===== src/common/soc_pkg.sv =====
// Address map, bus structs and boot image; all accesses are whole 64-bit words with byte enables
`default_nettype none

package soc_pkg;

  // ------------------------------------------------------------------------
  // Widths and address map
  // ------------------------------------------------------------------------
  localparam int unsigned AddrWidth  = 32;
  localparam int unsigned DataWidth  = 64;
  localparam int unsigned BeWidth    = DataWidth / 8;
  localparam int unsigned ByteOffset = $clog2(BeWidth);

  localparam logic [AddrWidth-1:0] RomBase     = 32'h0000_1000;
  localparam logic [AddrWidth-1:0] RomLength   = 32'h0000_1000;
  localparam logic [AddrWidth-1:0] ClintBase   = 32'h0200_0000;
  localparam logic [AddrWidth-1:0] ClintLength = 32'h0000_C000;
  localparam logic [AddrWidth-1:0] RamBase     = 32'h8000_0000;
  localparam int unsigned          RamWords    = 256;
  localparam logic [AddrWidth-1:0] RamLength   = AddrWidth'(RamWords * BeWidth);
  localparam int unsigned          RamIdxWidth = $clog2(RamWords);

  // Timer register offsets inside the CLINT window
  localparam int unsigned              ClintOffWidth  = $clog2(ClintLength);
  localparam logic [ClintOffWidth-1:0] MsipOffset     = 16'h0000;
  localparam logic [ClintOffWidth-1:0] MtimecmpOffset = 16'h4000;
  localparam logic [ClintOffWidth-1:0] MtimeOffset    = 16'hBFF8;

  // Boot image, the rest of the ROM window reads as zero
  localparam int unsigned RomWords    = 8;
  localparam int unsigned RomIdxWidth = $clog2(RomLength / BeWidth);
  localparam int unsigned RomSelWidth = $clog2(RomWords);
  localparam logic [DataWidth-1:0] RomImage [RomWords] = '{
    64'h0010_029b_0000_0297, 64'h0202_8293_01f2_9293, 64'hf140_2573_0000_0597,
    64'h0005_8593_0002_8067, 64'h1050_0073_ffdf_f06f, 64'h0000_0000_0000_0013,
    64'hdead_beef_cafe_f00d, 64'h0123_4567_89ab_cdef
  };

  // Debug request window after reset, in clk_i cycles
  localparam int unsigned DebugDelayCycles = 32;
  localparam int unsigned DebugCntWidth    = $clog2(DebugDelayCycles + 1);

  // Bus masters
  localparam int unsigned NumMasters  = 2;
  localparam int unsigned MstIdxWidth = $clog2(NumMasters);
  localparam int unsigned HostIdx     = 0;
  localparam int unsigned DebugIdx    = 1;

  // ------------------------------------------------------------------------
  // Bus types
  // ------------------------------------------------------------------------
  typedef struct packed {
    logic                 req;
    logic                 we;
    logic [AddrWidth-1:0] addr;
    logic [BeWidth-1:0]   be;
    logic [DataWidth-1:0] wdata;
  } bus_req_t;

  typedef struct packed {
    logic                 gnt;
    logic                 r_valid;
    logic [DataWidth-1:0] rdata;
    logic                 err;
  } bus_rsp_t;

  typedef enum logic [1:0] {ROM, RAM, CLINT, NONE} slave_sel_e;

  // Byte lanes of new_data replace old_data where be is set
  function automatic logic [DataWidth-1:0] be_merge(input logic [DataWidth-1:0] old_data,
                                                    input logic [DataWidth-1:0] new_data,
                                                    input logic [BeWidth-1:0]   be);
    logic [DataWidth-1:0] merged;
    merged = old_data;
    for (int i = 0; i < BeWidth; i++) begin
      if (be[i]) begin
        merged[i*8 +: 8] = new_data[i*8 +: 8];
      end
    end
    return merged;
  endfunction

endpackage

`default_nettype wire


===== src/rtl/debug_req_gate.sv =====
// Debug requests are blocked for DebugDelayCycles clocks after reset so boot code can run first
`timescale 1ns/1ps
`default_nettype none

module debug_req_gate (
  input  logic clk_i,
  input  logic rst_ni,
  input  logic debug_req_i,
  input  logic debug_en_i,
  output logic debug_req_o
);

  logic [soc_pkg::DebugCntWidth-1:0] cnt_q;

  // Counts down once and then parks at zero
  always_ff @(posedge clk_i or negedge rst_ni) begin
    if (!rst_ni) begin
      cnt_q <= soc_pkg::DebugCntWidth'(soc_pkg::DebugDelayCycles);
    end else if (cnt_q != '0) begin
      cnt_q <= cnt_q - 1'b1;
    end
  end

  assign debug_req_o = (cnt_q == '0) && debug_en_i && debug_req_i;

endmodule

`default_nettype wire


===== config.mk =====
export PLATFORM = sky130hd
export DESIGN_NAME = debug_req_gate
export DESIGN_NICKNAME = d
export VERILOG_FILES = /design/src/common/soc_pkg.sv /design/src/rtl/debug_req_gate.sv
export SDC_FILE = /design/constraint.sdc
export NUM_CORES = 1
export LEC_CHECK = 0
export BUFFER_PORTS_ARGS = -buffer_cell sky130_fd_sc_hd__buf_4
export CAP_MARGIN = 20
export CORE_AREA = 2 2 39 41
export CTS_CLUSTER_SIZE = 16
export DETAILED_ROUTE_END_ITERATION = 8
export DIE_AREA = 0 0 41 43
export REMOVE_ABC_BUFFERS = 1
export SLEW_MARGIN = 15
export SYNTH_ARGS = -nofsm -noshare
export SYNTH_HDL_FRONTEND = slang
export SYNTH_SLANG_ARGS = --single-unit

===== constraint.sdc =====
create_clock -name clk_i -period 2.3 [get_ports clk_i]
set_input_delay 0.69 -clock clk_i [delete_from_list [all_inputs] [get_ports clk_i]]
set_output_delay 0.69 -clock clk_i [all_outputs]
set_load 0.01 [all_outputs]

==> results.md, run 1 <==
* VDD IR max at approximately 0.27 mV
* Largest register FFs at 6
* RSZ-0062 raised after global routing: false
* Cell area after synthesis at 309 um^2
* Period Utilization, post-route at 0.912
* Hold Crit Class: in -> async
* Largest net degree at the start of global routing at 7
* Pwr dens at just under 600 mW/mm^2
* Num rows at 14
* Yosys cell types at 15
* Max FO, Critical Path at 3
* DRC errors left at 0
* Run status: completed
* Critical Path RT at roughly 1.6 ns
* IO Port Bufs at 4
* Clock-pin slew on the worst setup and hold paths at about 0.050 ns
* Ant diodes at 0
* IO Pins at 5
* Hold_buf cts at 0
* Final RePlAce weighted congestion at roughly 0.69
* # nets final at 42
* Fmax at 0.477 GHz
* Initial Utilization at 0.223
* Antenna violations before repair at 0
* CTS tree: built
* Largest delay share family, worst path: flip-flops
* Die X at ~41 um
* Synth Warn # at 0
* Seq/Total Area, Yosys at 0.490
* Setup TNS at 0 ns
* H-Tree Level Count at 1
* P&R area growth vs syn at 23.5%
* Setup Skew at roughly 0.011 ns
* Fin. Hold Viols at 0
* Setup crit start kind: register
* Synthesized netlist cell count at 27
* Clk sinks at 6
* Worst path bufs/invs at 2
* DIE HEIGHT at 43 um
* Core box area at between 0.001 and 0.0015 mm^2
* Root Buffer: clkbuf_4
* Regs by FF count: cnt_q (6)
* Worst stage delay on the critical path at ~0.38 ns
* Wire per inst at a little over 9 um
* CP max stage cell: dfrtp_1
* Global-route wire length before repair at 759 um
* Fin. max-slew vios at 0
* Tmin final at between 2 and 2.5 ns
* Cts repair resizes at 0
* Initial DRC Count at 1
* CP arrival at approximately 1.4 ns
* Worst Setup Path Type: reg -> out
* DRT Pass-1 Iters at 4
* Clk buf depth at 2
* Total grt overflow at 0
* Layout cell share with drive strength beyond 1 at 0.286
* Critical Path Sink Type: primary output
* Num CTS Buffers at 3
* Via/cell ratio at 4.04
* Commonest non-fill, non-tap cells in the layout: dfrtp_1, buf_4, xnor2_1, nor2_1, clkbuf_4
* Final setup viols at 0
* Worst-skew pair later-pin latency at between 0.2 and 0.3 ns
* Worst Tran Pin Value at 0.219 ns
* Final Core Density at 0.276
* Rel. slew slack at 0.854
* Total track usage at 0.0701
* Total power at between 200 and 250 uW
* Pleak at 0.000193 uW
* Top post-synthesis cells by area: dfrtp_1, xnor2_1, dfstp_2
* Placed wire-length estimate at 356 um
* Yosys reg bits at 6
* Vias in the first global route at 199
* Largest Register: cnt_q
* Synth top area share at 0.405
* Vias at about 210
* Leading area contributor after synthesis: dfrtp_1
* Wirelength, routed at between 400 and 500 um
* Crit path cell chain: inv_1 > ha_1 > and3b_1 > and3_1 > buf_4
* Antenna Nets Post-Route at 0
* Die ar. at approximately 0.0018 mm^2
* Post-CTS Setup Repair Bufs at 0
* # Max-Cap Violations at 0
* Average size of a mapped cell at approximately 11 um^2
==> area by class of cell <==
class | count | area (um^2)
clock buffers | 4 | 26.3
well taps | 16 | 20.0
repair buffers | 5 | 37.5
flip-flops and latches | 6 | 151
multi-input cells | 18 | 139
inverters | 2 | 7.51
fillers | 150 | 1000
==> where the power goes <==
| group | internal (uW) | total, uW | switching (uW) |
|---|---|---|---|
| clock | 65.9 | 107 | 41.0 |
| sequential | 106 | 106 | 0 |
| combinational | 4.73 | 7.99 | 3.25 |
| total | 177 | 221 | 44.3 |
==> routing by layer <==
metal  global-route usage  share of wire  vias up
met3               0.0366          0.082        0
met5                    0              0        -
met4               0.0800              0        0
met2               0.0719           0.47        5
li1                     -              -      103
met1               0.0900           0.45       98
==> worst paths after layout <==
check                      slack, ns            startpoint                   end  cells after the start
setup / recovery                0.20  cnt_q[0]$_DFFE_PN0P_           debug_req_o                      5
hold / removal                  0.23                rst_ni  cnt_q[0]$_DFFE_PN0P_                      1
setup reg to reg                1.05  cnt_q[0]$_DFFE_PN0P_  cnt_q[4]$_DFFE_PN0P_                      5
hold reg to reg                 0.51  cnt_q[0]$_DFFE_PN0P_  cnt_q[0]$_DFFE_PN0P_                      1
max in group asynchronous       1.85                rst_ni  cnt_q[5]$_DFFE_PN1P_                      1
min in group clk_i              0.51  cnt_q[0]$_DFFE_PN0P_  cnt_q[0]$_DFFE_PN0P_                      1
==> synth_stat cells <==
cell	count
dfrtp_1	5
nor2_1	4
xnor2_1	4
ha_1	2
inv_1	2
and3_1	1
and3b_1	1
buf_6	1
dfstp_2	1
mux2_1	1
mux2i_1	1
nand3_1	1
nor3_1	1
nor3_2	1
nor3b_1	1
==> per-stage QoR <==
| step | setup slack, ns | std cells | hold WS [ns] | instance area (um^2) |
|---|---|---|---|---|
| final | 0.202 | 51 | 0.235 | 382 |
| after global routing | 0.127 | 51 | 0.223 | 382 |
| after CTS | 0.179 | 51 | 0.230 | 382 |
| after detailed placement | 0.460 | 47 | 0.503 | 355 |
| after global placement | 0.462 | 47 | 0.492 | 355 |
| after floorplan | 0.505 | 26 | 0.394 | 298 |
==> cell families (layout without fill, tap and decap cells) <==
kind of cell / Yosys count / after routing / share of synthesized area
XOR/XNOR: 4 / 4 / 0.113
adder cells (fa/ha/maj): 2 / 2 / 0.0810
buffers and inverters: 3 / 11 / 0.0607
flip-flops: 6 / 6 / 0.490
multiplexers: 2 / 2 / 0.0688
AND/OR/NAND/NOR: 10 / 10 / 0.186
Power figures use the tool's default switching activity.
==> inputs of run 2 (changes only) <==
--- a/config.mk
+++ b/config.mk
@@ -10,2 +10,3 @@
 export CORE_AREA = 2 2 39 41
+export CTS_BUF_LIST = sky130_fd_sc_hd__clkbuf_4 sky130_fd_sc_hd__clkbuf_8 sky130_fd_sc_hd__clkbuf_16
 export CTS_CLUSTER_SIZE = 16
--- a/constraint.sdc
+++ b/constraint.sdc
@@ -3,2 +3,2 @@
 set_output_delay 0.69 -clock clk_i [all_outputs]
-set_load 0.01 [all_outputs]
+set_load 0.05 [all_outputs]
==> results.md, run 2 (same netlist as run 1, synthesis figures left out) <==
* Run status: completed
* CTS tree: built
* Worst stage delay on the critical path at about 0.38 ns
* Total grt overflow at 0
* Fin. max-slew vios at 0
* Largest net degree at the start of global routing at 7
* Setup crit start kind: register
* DRC errors left at 0
* Vias at 204
* RSZ-0062 raised after global routing: false
* DRT Pass-1 Iters at 2
* Antenna Nets Post-Route at 0
* VDD IR max at approximately 0.26 mV
* Critical Path RT at approximately 1.6 ns
* IO Port Bufs at 4
* Most common cell after layout, fill and taps aside: buf_4
* Pwr dens at between 500 and 600 mW/mm^2
* Core box area at ~0.0014 mm^2
* Initial Utilization at 0.223
* Setup Skew at approximately 0.007 ns
* Pre-CTS setup slack at roughly 0.28 ns
* # Max-Cap Violations at 0
* # nets final at 43
* P&R area growth vs syn at 27.5%
* Wirelength, routed at ~470 um
* Commonest non-fill, non-tap cells in the layout: buf_4, dfrtp_1, xnor2_1, nor2_1, clkbuf_4
* Via/cell ratio at approximately 3.9
* Hold Crit Class: in -> async
* Ant diodes at 0
* Critical Path Sink Type: primary output
* Largest delay share family, worst path: simple AND/OR/NAND/NOR gates
* Rel. slew slack at 0.857
* IO Pins at 5
* Clk buf depth at 2
* Crit path cell chain: inv_1 > ha_1 > and3b_2 > and3_1 > buf_4
* Global-route wire length before repair at slightly above 800 um
* Die X at slightly above 40 um
* Regs by FF count: cnt_q (6)
* Total track usage at 0.0710
* Antenna violations before repair at 0
* Die ar. at 0.00176 mm^2
* Max FO, Critical Path at 4
* Vias in the first global route at 197
* Final setup viols at 0
* Setup ws final at around 0.11 ns
* Num rows at 14
* Pleak at roughly 0.00020 uW
* H-Tree Level Count at 1
* Worst Tran Pin Value at approximately 0.21 ns
* Largest register FFs at 6
* Largest Register: cnt_q
* Period Utilization, post-route at 0.953
* Wire per inst at roughly 9.1 um
* DIE HEIGHT at 43 um
* Worst path bufs/invs at 2
* Root Buffer: clkbuf_4
* Setup TNS at 0 ns
* CP max stage cell: dfrtp_1
* Worst Setup Path Type: reg -> out
* Final RePlAce weighted congestion at around 0.69
* Placed wire-length estimate at between 300 and 400 um
* Worst-skew pair later-pin latency at between 0.2 and 0.25 ns
* Fmax at 0.456 GHz
* Num CTS Buffers at 3
* Tmin final at roughly 2.2 ns
* Initial DRC Count at 3
* Fin. Hold Viols at 0
* CP arrival at ~1.5 ns
* Final Core Density at 0.285
* Layout cell share with drive strength beyond 1 at 0.361
* Clock-pin slew on the worst setup and hold paths at 0.05 ns
* Clk sinks at 6
* Hold_buf cts at 0
-- run 2: cell type report --
class / count / area (um^2)
Clock buffer: 4 / 30.0
Fill cell: 154 / 990
Inverter: 2 / 7.51
Multi-Input combinational cell: 18 / 140
Sequential cell: 6 / 151
Tap cell: 16 / 20.0
Timing Repair Buffer: 6 / 45.0
-- run 2: timing repair --
action                     CTS  global route
setup buffers                0             2
resized for setup            0             1
setup endpoints to repair    0             1
-- run 2: stage by stage --
| step | hold slack, ns | cells | power (uW) | cell area, um^2 |
|---|---|---|---|---|
| floorplan | 0.394 | 26 | 112 | 298 |
| global placement | 0.483 | 46 | 119 | 348 |
| detailed placement | 0.496 | 46 | 119 | 348 |
| CTS | 0.240 | 50 | 239 | 378 |
| global route | 0.238 | 52 | 244 | 394 |
| finish | 0.240 | 52 | 235 | 394 |
-- run 2: path summary, 6_finish.rpt --
| check | startpoint | end | slack (ns) | cells after the start |
|---|---|---|---|---|
| worst max-delay path | cnt_q[0]$_DFFE_PN0P_ | debug_req_o | 0.11 | 5 |
| worst min-delay path | rst_ni | cnt_q[2]$_DFFE_PN0P_ | 0.24 | 1 |
| worst max register to register | cnt_q[0]$_DFFE_PN0P_ | cnt_q[1]$_DFFE_PN0P_ | 1.02 | 5 |
| worst min register to register | cnt_q[0]$_DFFE_PN0P_ | cnt_q[0]$_DFFE_PN0P_ | 0.50 | 1 |
| max in group asynchronous | rst_ni | cnt_q[5]$_DFFE_PN1P_ | 1.85 | 1 |
| min in group clk_i | cnt_q[0]$_DFFE_PN0P_ | cnt_q[0]$_DFFE_PN0P_ | 0.50 | 1 |
-- run 2: worst reg2reg max path, cell delays in order, from the launching register on --
cell and delay (ns):
dfrtp_1 0.38, inv_1 0.09, ha_1 0.21, and3b_2 0.23, buf_4 0.15, mux2i_1 0.11
-- run 2: layer usage --
| layer | wire [um] | part of all wire | vias to the layer above | GRT usage |
|---|---|---|---|---|
| li1 | - | - | 104 | - |
| met1 | 224 | 0.48 | 95 | 0.106 |
| met2 | 213 | 0.45 | 5 | 0.0781 |
| met3 | 33 | 0.070 | 0 | 0.0209 |
| met4 | 0 | 0 | 0 | 0.0600 |
| met5 | 0 | 0 | - | 0 |
-- run 2: power breakdown --
| part | leakage, uW | internal [uW] | switching [uW] |
|---|---|---|---|
| registers | 0.0000802 | 106 | 0 |
| logic | 0.000102 | 4.81 | 6.04 |
| clock network | 0.0000184 | 77.6 | 40.3 |
==> inputs of run 3 (changes only) <==
Settings changed: PLACE_DENSITY set to 0.45.
==> results.md, run 3 (same netlist as run 1, synthesis figures left out) <==
* Run status: completed
* Clock-pin slew on the worst setup and hold paths at roughly 0.050 ns
* Finished Cell Area at ~390 um^2
* Capturing point of the worst reg2reg path: cnt_q[1]$_DFFE_PN0P_
* Via/cell ratio at approximately 4.0
* Crit path cell chain: inv_1 > ha_1 > and3b_1 > and3_1 > buf_4
* Global-route wire length before repair at 979 um
* # Max-Cap Violations at 0
* Regs by FF count: cnt_q (6)
* Final setup viols at 0
* Largest delay share family, worst path: flip-flops
* Register Area at between 150 and 200 um^2
* Final Core Density at 0.278
* R2R Path Start: cnt_q[0]$_DFFE_PN0P_
* Worst-skew pair later-pin latency at 0.25 ns
* IO Pins at 5
* Setup Skew at 0.00547 ns
* Max FO, Critical Path at 3
* Commonest non-fill, non-tap cells in the layout: dfrtp_1, buf_4, xnor2_1, nor2_1, clkbuf_4
* Critical Path RT at roughly 1.6 ns
* Largest net degree at the start of global routing at 7
* Pleak at 0.000196 uW
* DRC errors left at 0
* Antenna violations before repair at 0
* Total power at approximately 230 uW
* CP max stage cell: dfrtp_1
* Clk sinks at 6
* Worst Setup Path Type: reg -> out
* Total grt overflow at 0
* Final RePlAce weighted congestion at about 0.66
* Setup crit start kind: register
* Initial Utilization at 0.223
* Largest register FFs at 6
* Post-DP Area at around 360 um^2
* Vias at 202
* Initial DRC Count at 1
* Setup TNS at 0 ns
* Largest Register: cnt_q
* IO Port Bufs at 4
* Root Buffer: clkbuf_4
* Wire per inst at ~10 um
* CP arrival at 1.46 ns
* Num rows at 14
* Pwr dens at between 600 and 700 mW/mm^2
* Clk buf depth at 2
* Fmax at roughly 0.46 GHz
* # nets final at 42
* DIE HEIGHT at 43 um
* Layout cell share with drive strength beyond 1 at 0.314
* Placed wire-length estimate at approximately 430 um
* Worst path bufs/invs at 2
* Critical Path Sink Type: primary output
* R2r setup slk at between 1 and 1.5 ns
* Post-Layout Cell Count at 51
* Post-CTS Setup Repair Bufs at 0
* H-Tree Level Count at 1
* Die ar. at 0.00176 mm^2
* VDD IR max at approximately 0.24 mV
* Total track usage at 0.0910
* Period Utilization, post-route at 0.937
* Num CTS Buffers at 3
* Core box area at 0.00138 mm^2
* Worst Reg-to-Reg Cells at 5
* RSZ-0062 raised after global routing: false
* Fin. max-slew vios at 0
* Hold_buf cts at 0
* CTS tree: built
* Multi-input logic area at approximately 140 um^2
* Tmin final at between 2 and 2.5 ns
* Ant diodes at 0
* Cts repair resizes at 0
* Vias in the first global route at ~240
* Die X at 41 um
* DRT Pass-1 Iters at 2
* Antenna Nets Post-Route at 0
* Fin. Hold Viols at 0
* Wirelength, routed at ~510 um
* Hold Crit Class: in -> async
* P&R area growth vs syn at 24.7%
* # placed instances at 47
* Rel. slew slack at 0.847
* Worst Tran Pin Value at approximately 0.23 ns
* FILL cells at approximately 140
* Worst stage delay on the critical path at around 0.37 ns
==> run 3: stage by stage <==
stage	setup WS, ns	hold WS, ns
after detailed placement	0.414	0.495
after global placement	0.424	0.497
final	0.146	0.240
after global routing	0.0353	0.226
after floorplan	0.240	0.394
after CTS	0.133	0.227
==> run 3: worst reg2reg max path: stages (launching register included) <==
cell and delay [ns]:
dfrtp_1 0.39, inv_1 0.11, ha_1 0.18, and3b_1 0.19, buf_4 0.15, mux2i_1 0.18
==> run 3: where the power goes <==
group          leakage (uW)  total, uW  switching (uW)  internal, uW
clock network     0.0000184        116            38.5          77.5
logic             0.0000977       10.8            6.03          4.81
registers         0.0000802        106               0           106
total              0.000196        233            44.6           188
==> run 3: area by class of cell <==
class	count	share of cell area
inverter	2	0.0195
timing repair buffer	5	0.0974
sequential	6	0.393
multi-input combinational	18	0.360
tap	16	0.0519
clock buffer	4	0.0779
==> run 3: worst max-delay path by stage <==
stage                              to                  from  cells after the start  slack (ns)
after floorplan           debug_req_o  cnt_q[0]$_DFFE_PN0P_                      4        0.24
after global placement    debug_req_o  cnt_q[0]$_DFFE_PN0P_                      5        0.42
after detailed placement  debug_req_o  cnt_q[0]$_DFFE_PN0P_                      5        0.41
after CTS                 debug_req_o  cnt_q[0]$_DFFE_PN0P_                      5        0.13
after global routing      debug_req_o  cnt_q[0]$_DFFE_PN0P_                      5        0.04
final                     debug_req_o  cnt_q[0]$_DFFE_PN0P_                      5        0.15
==> run 3: per-layer routing <==
layer	wire, um	vias up	GRT usage
li1	-	102	-
met1	187	96	0.0855
met2	311	4	0.134
met3	15	0	0.0314
met4	0	0	0.100
met5	0	-	0
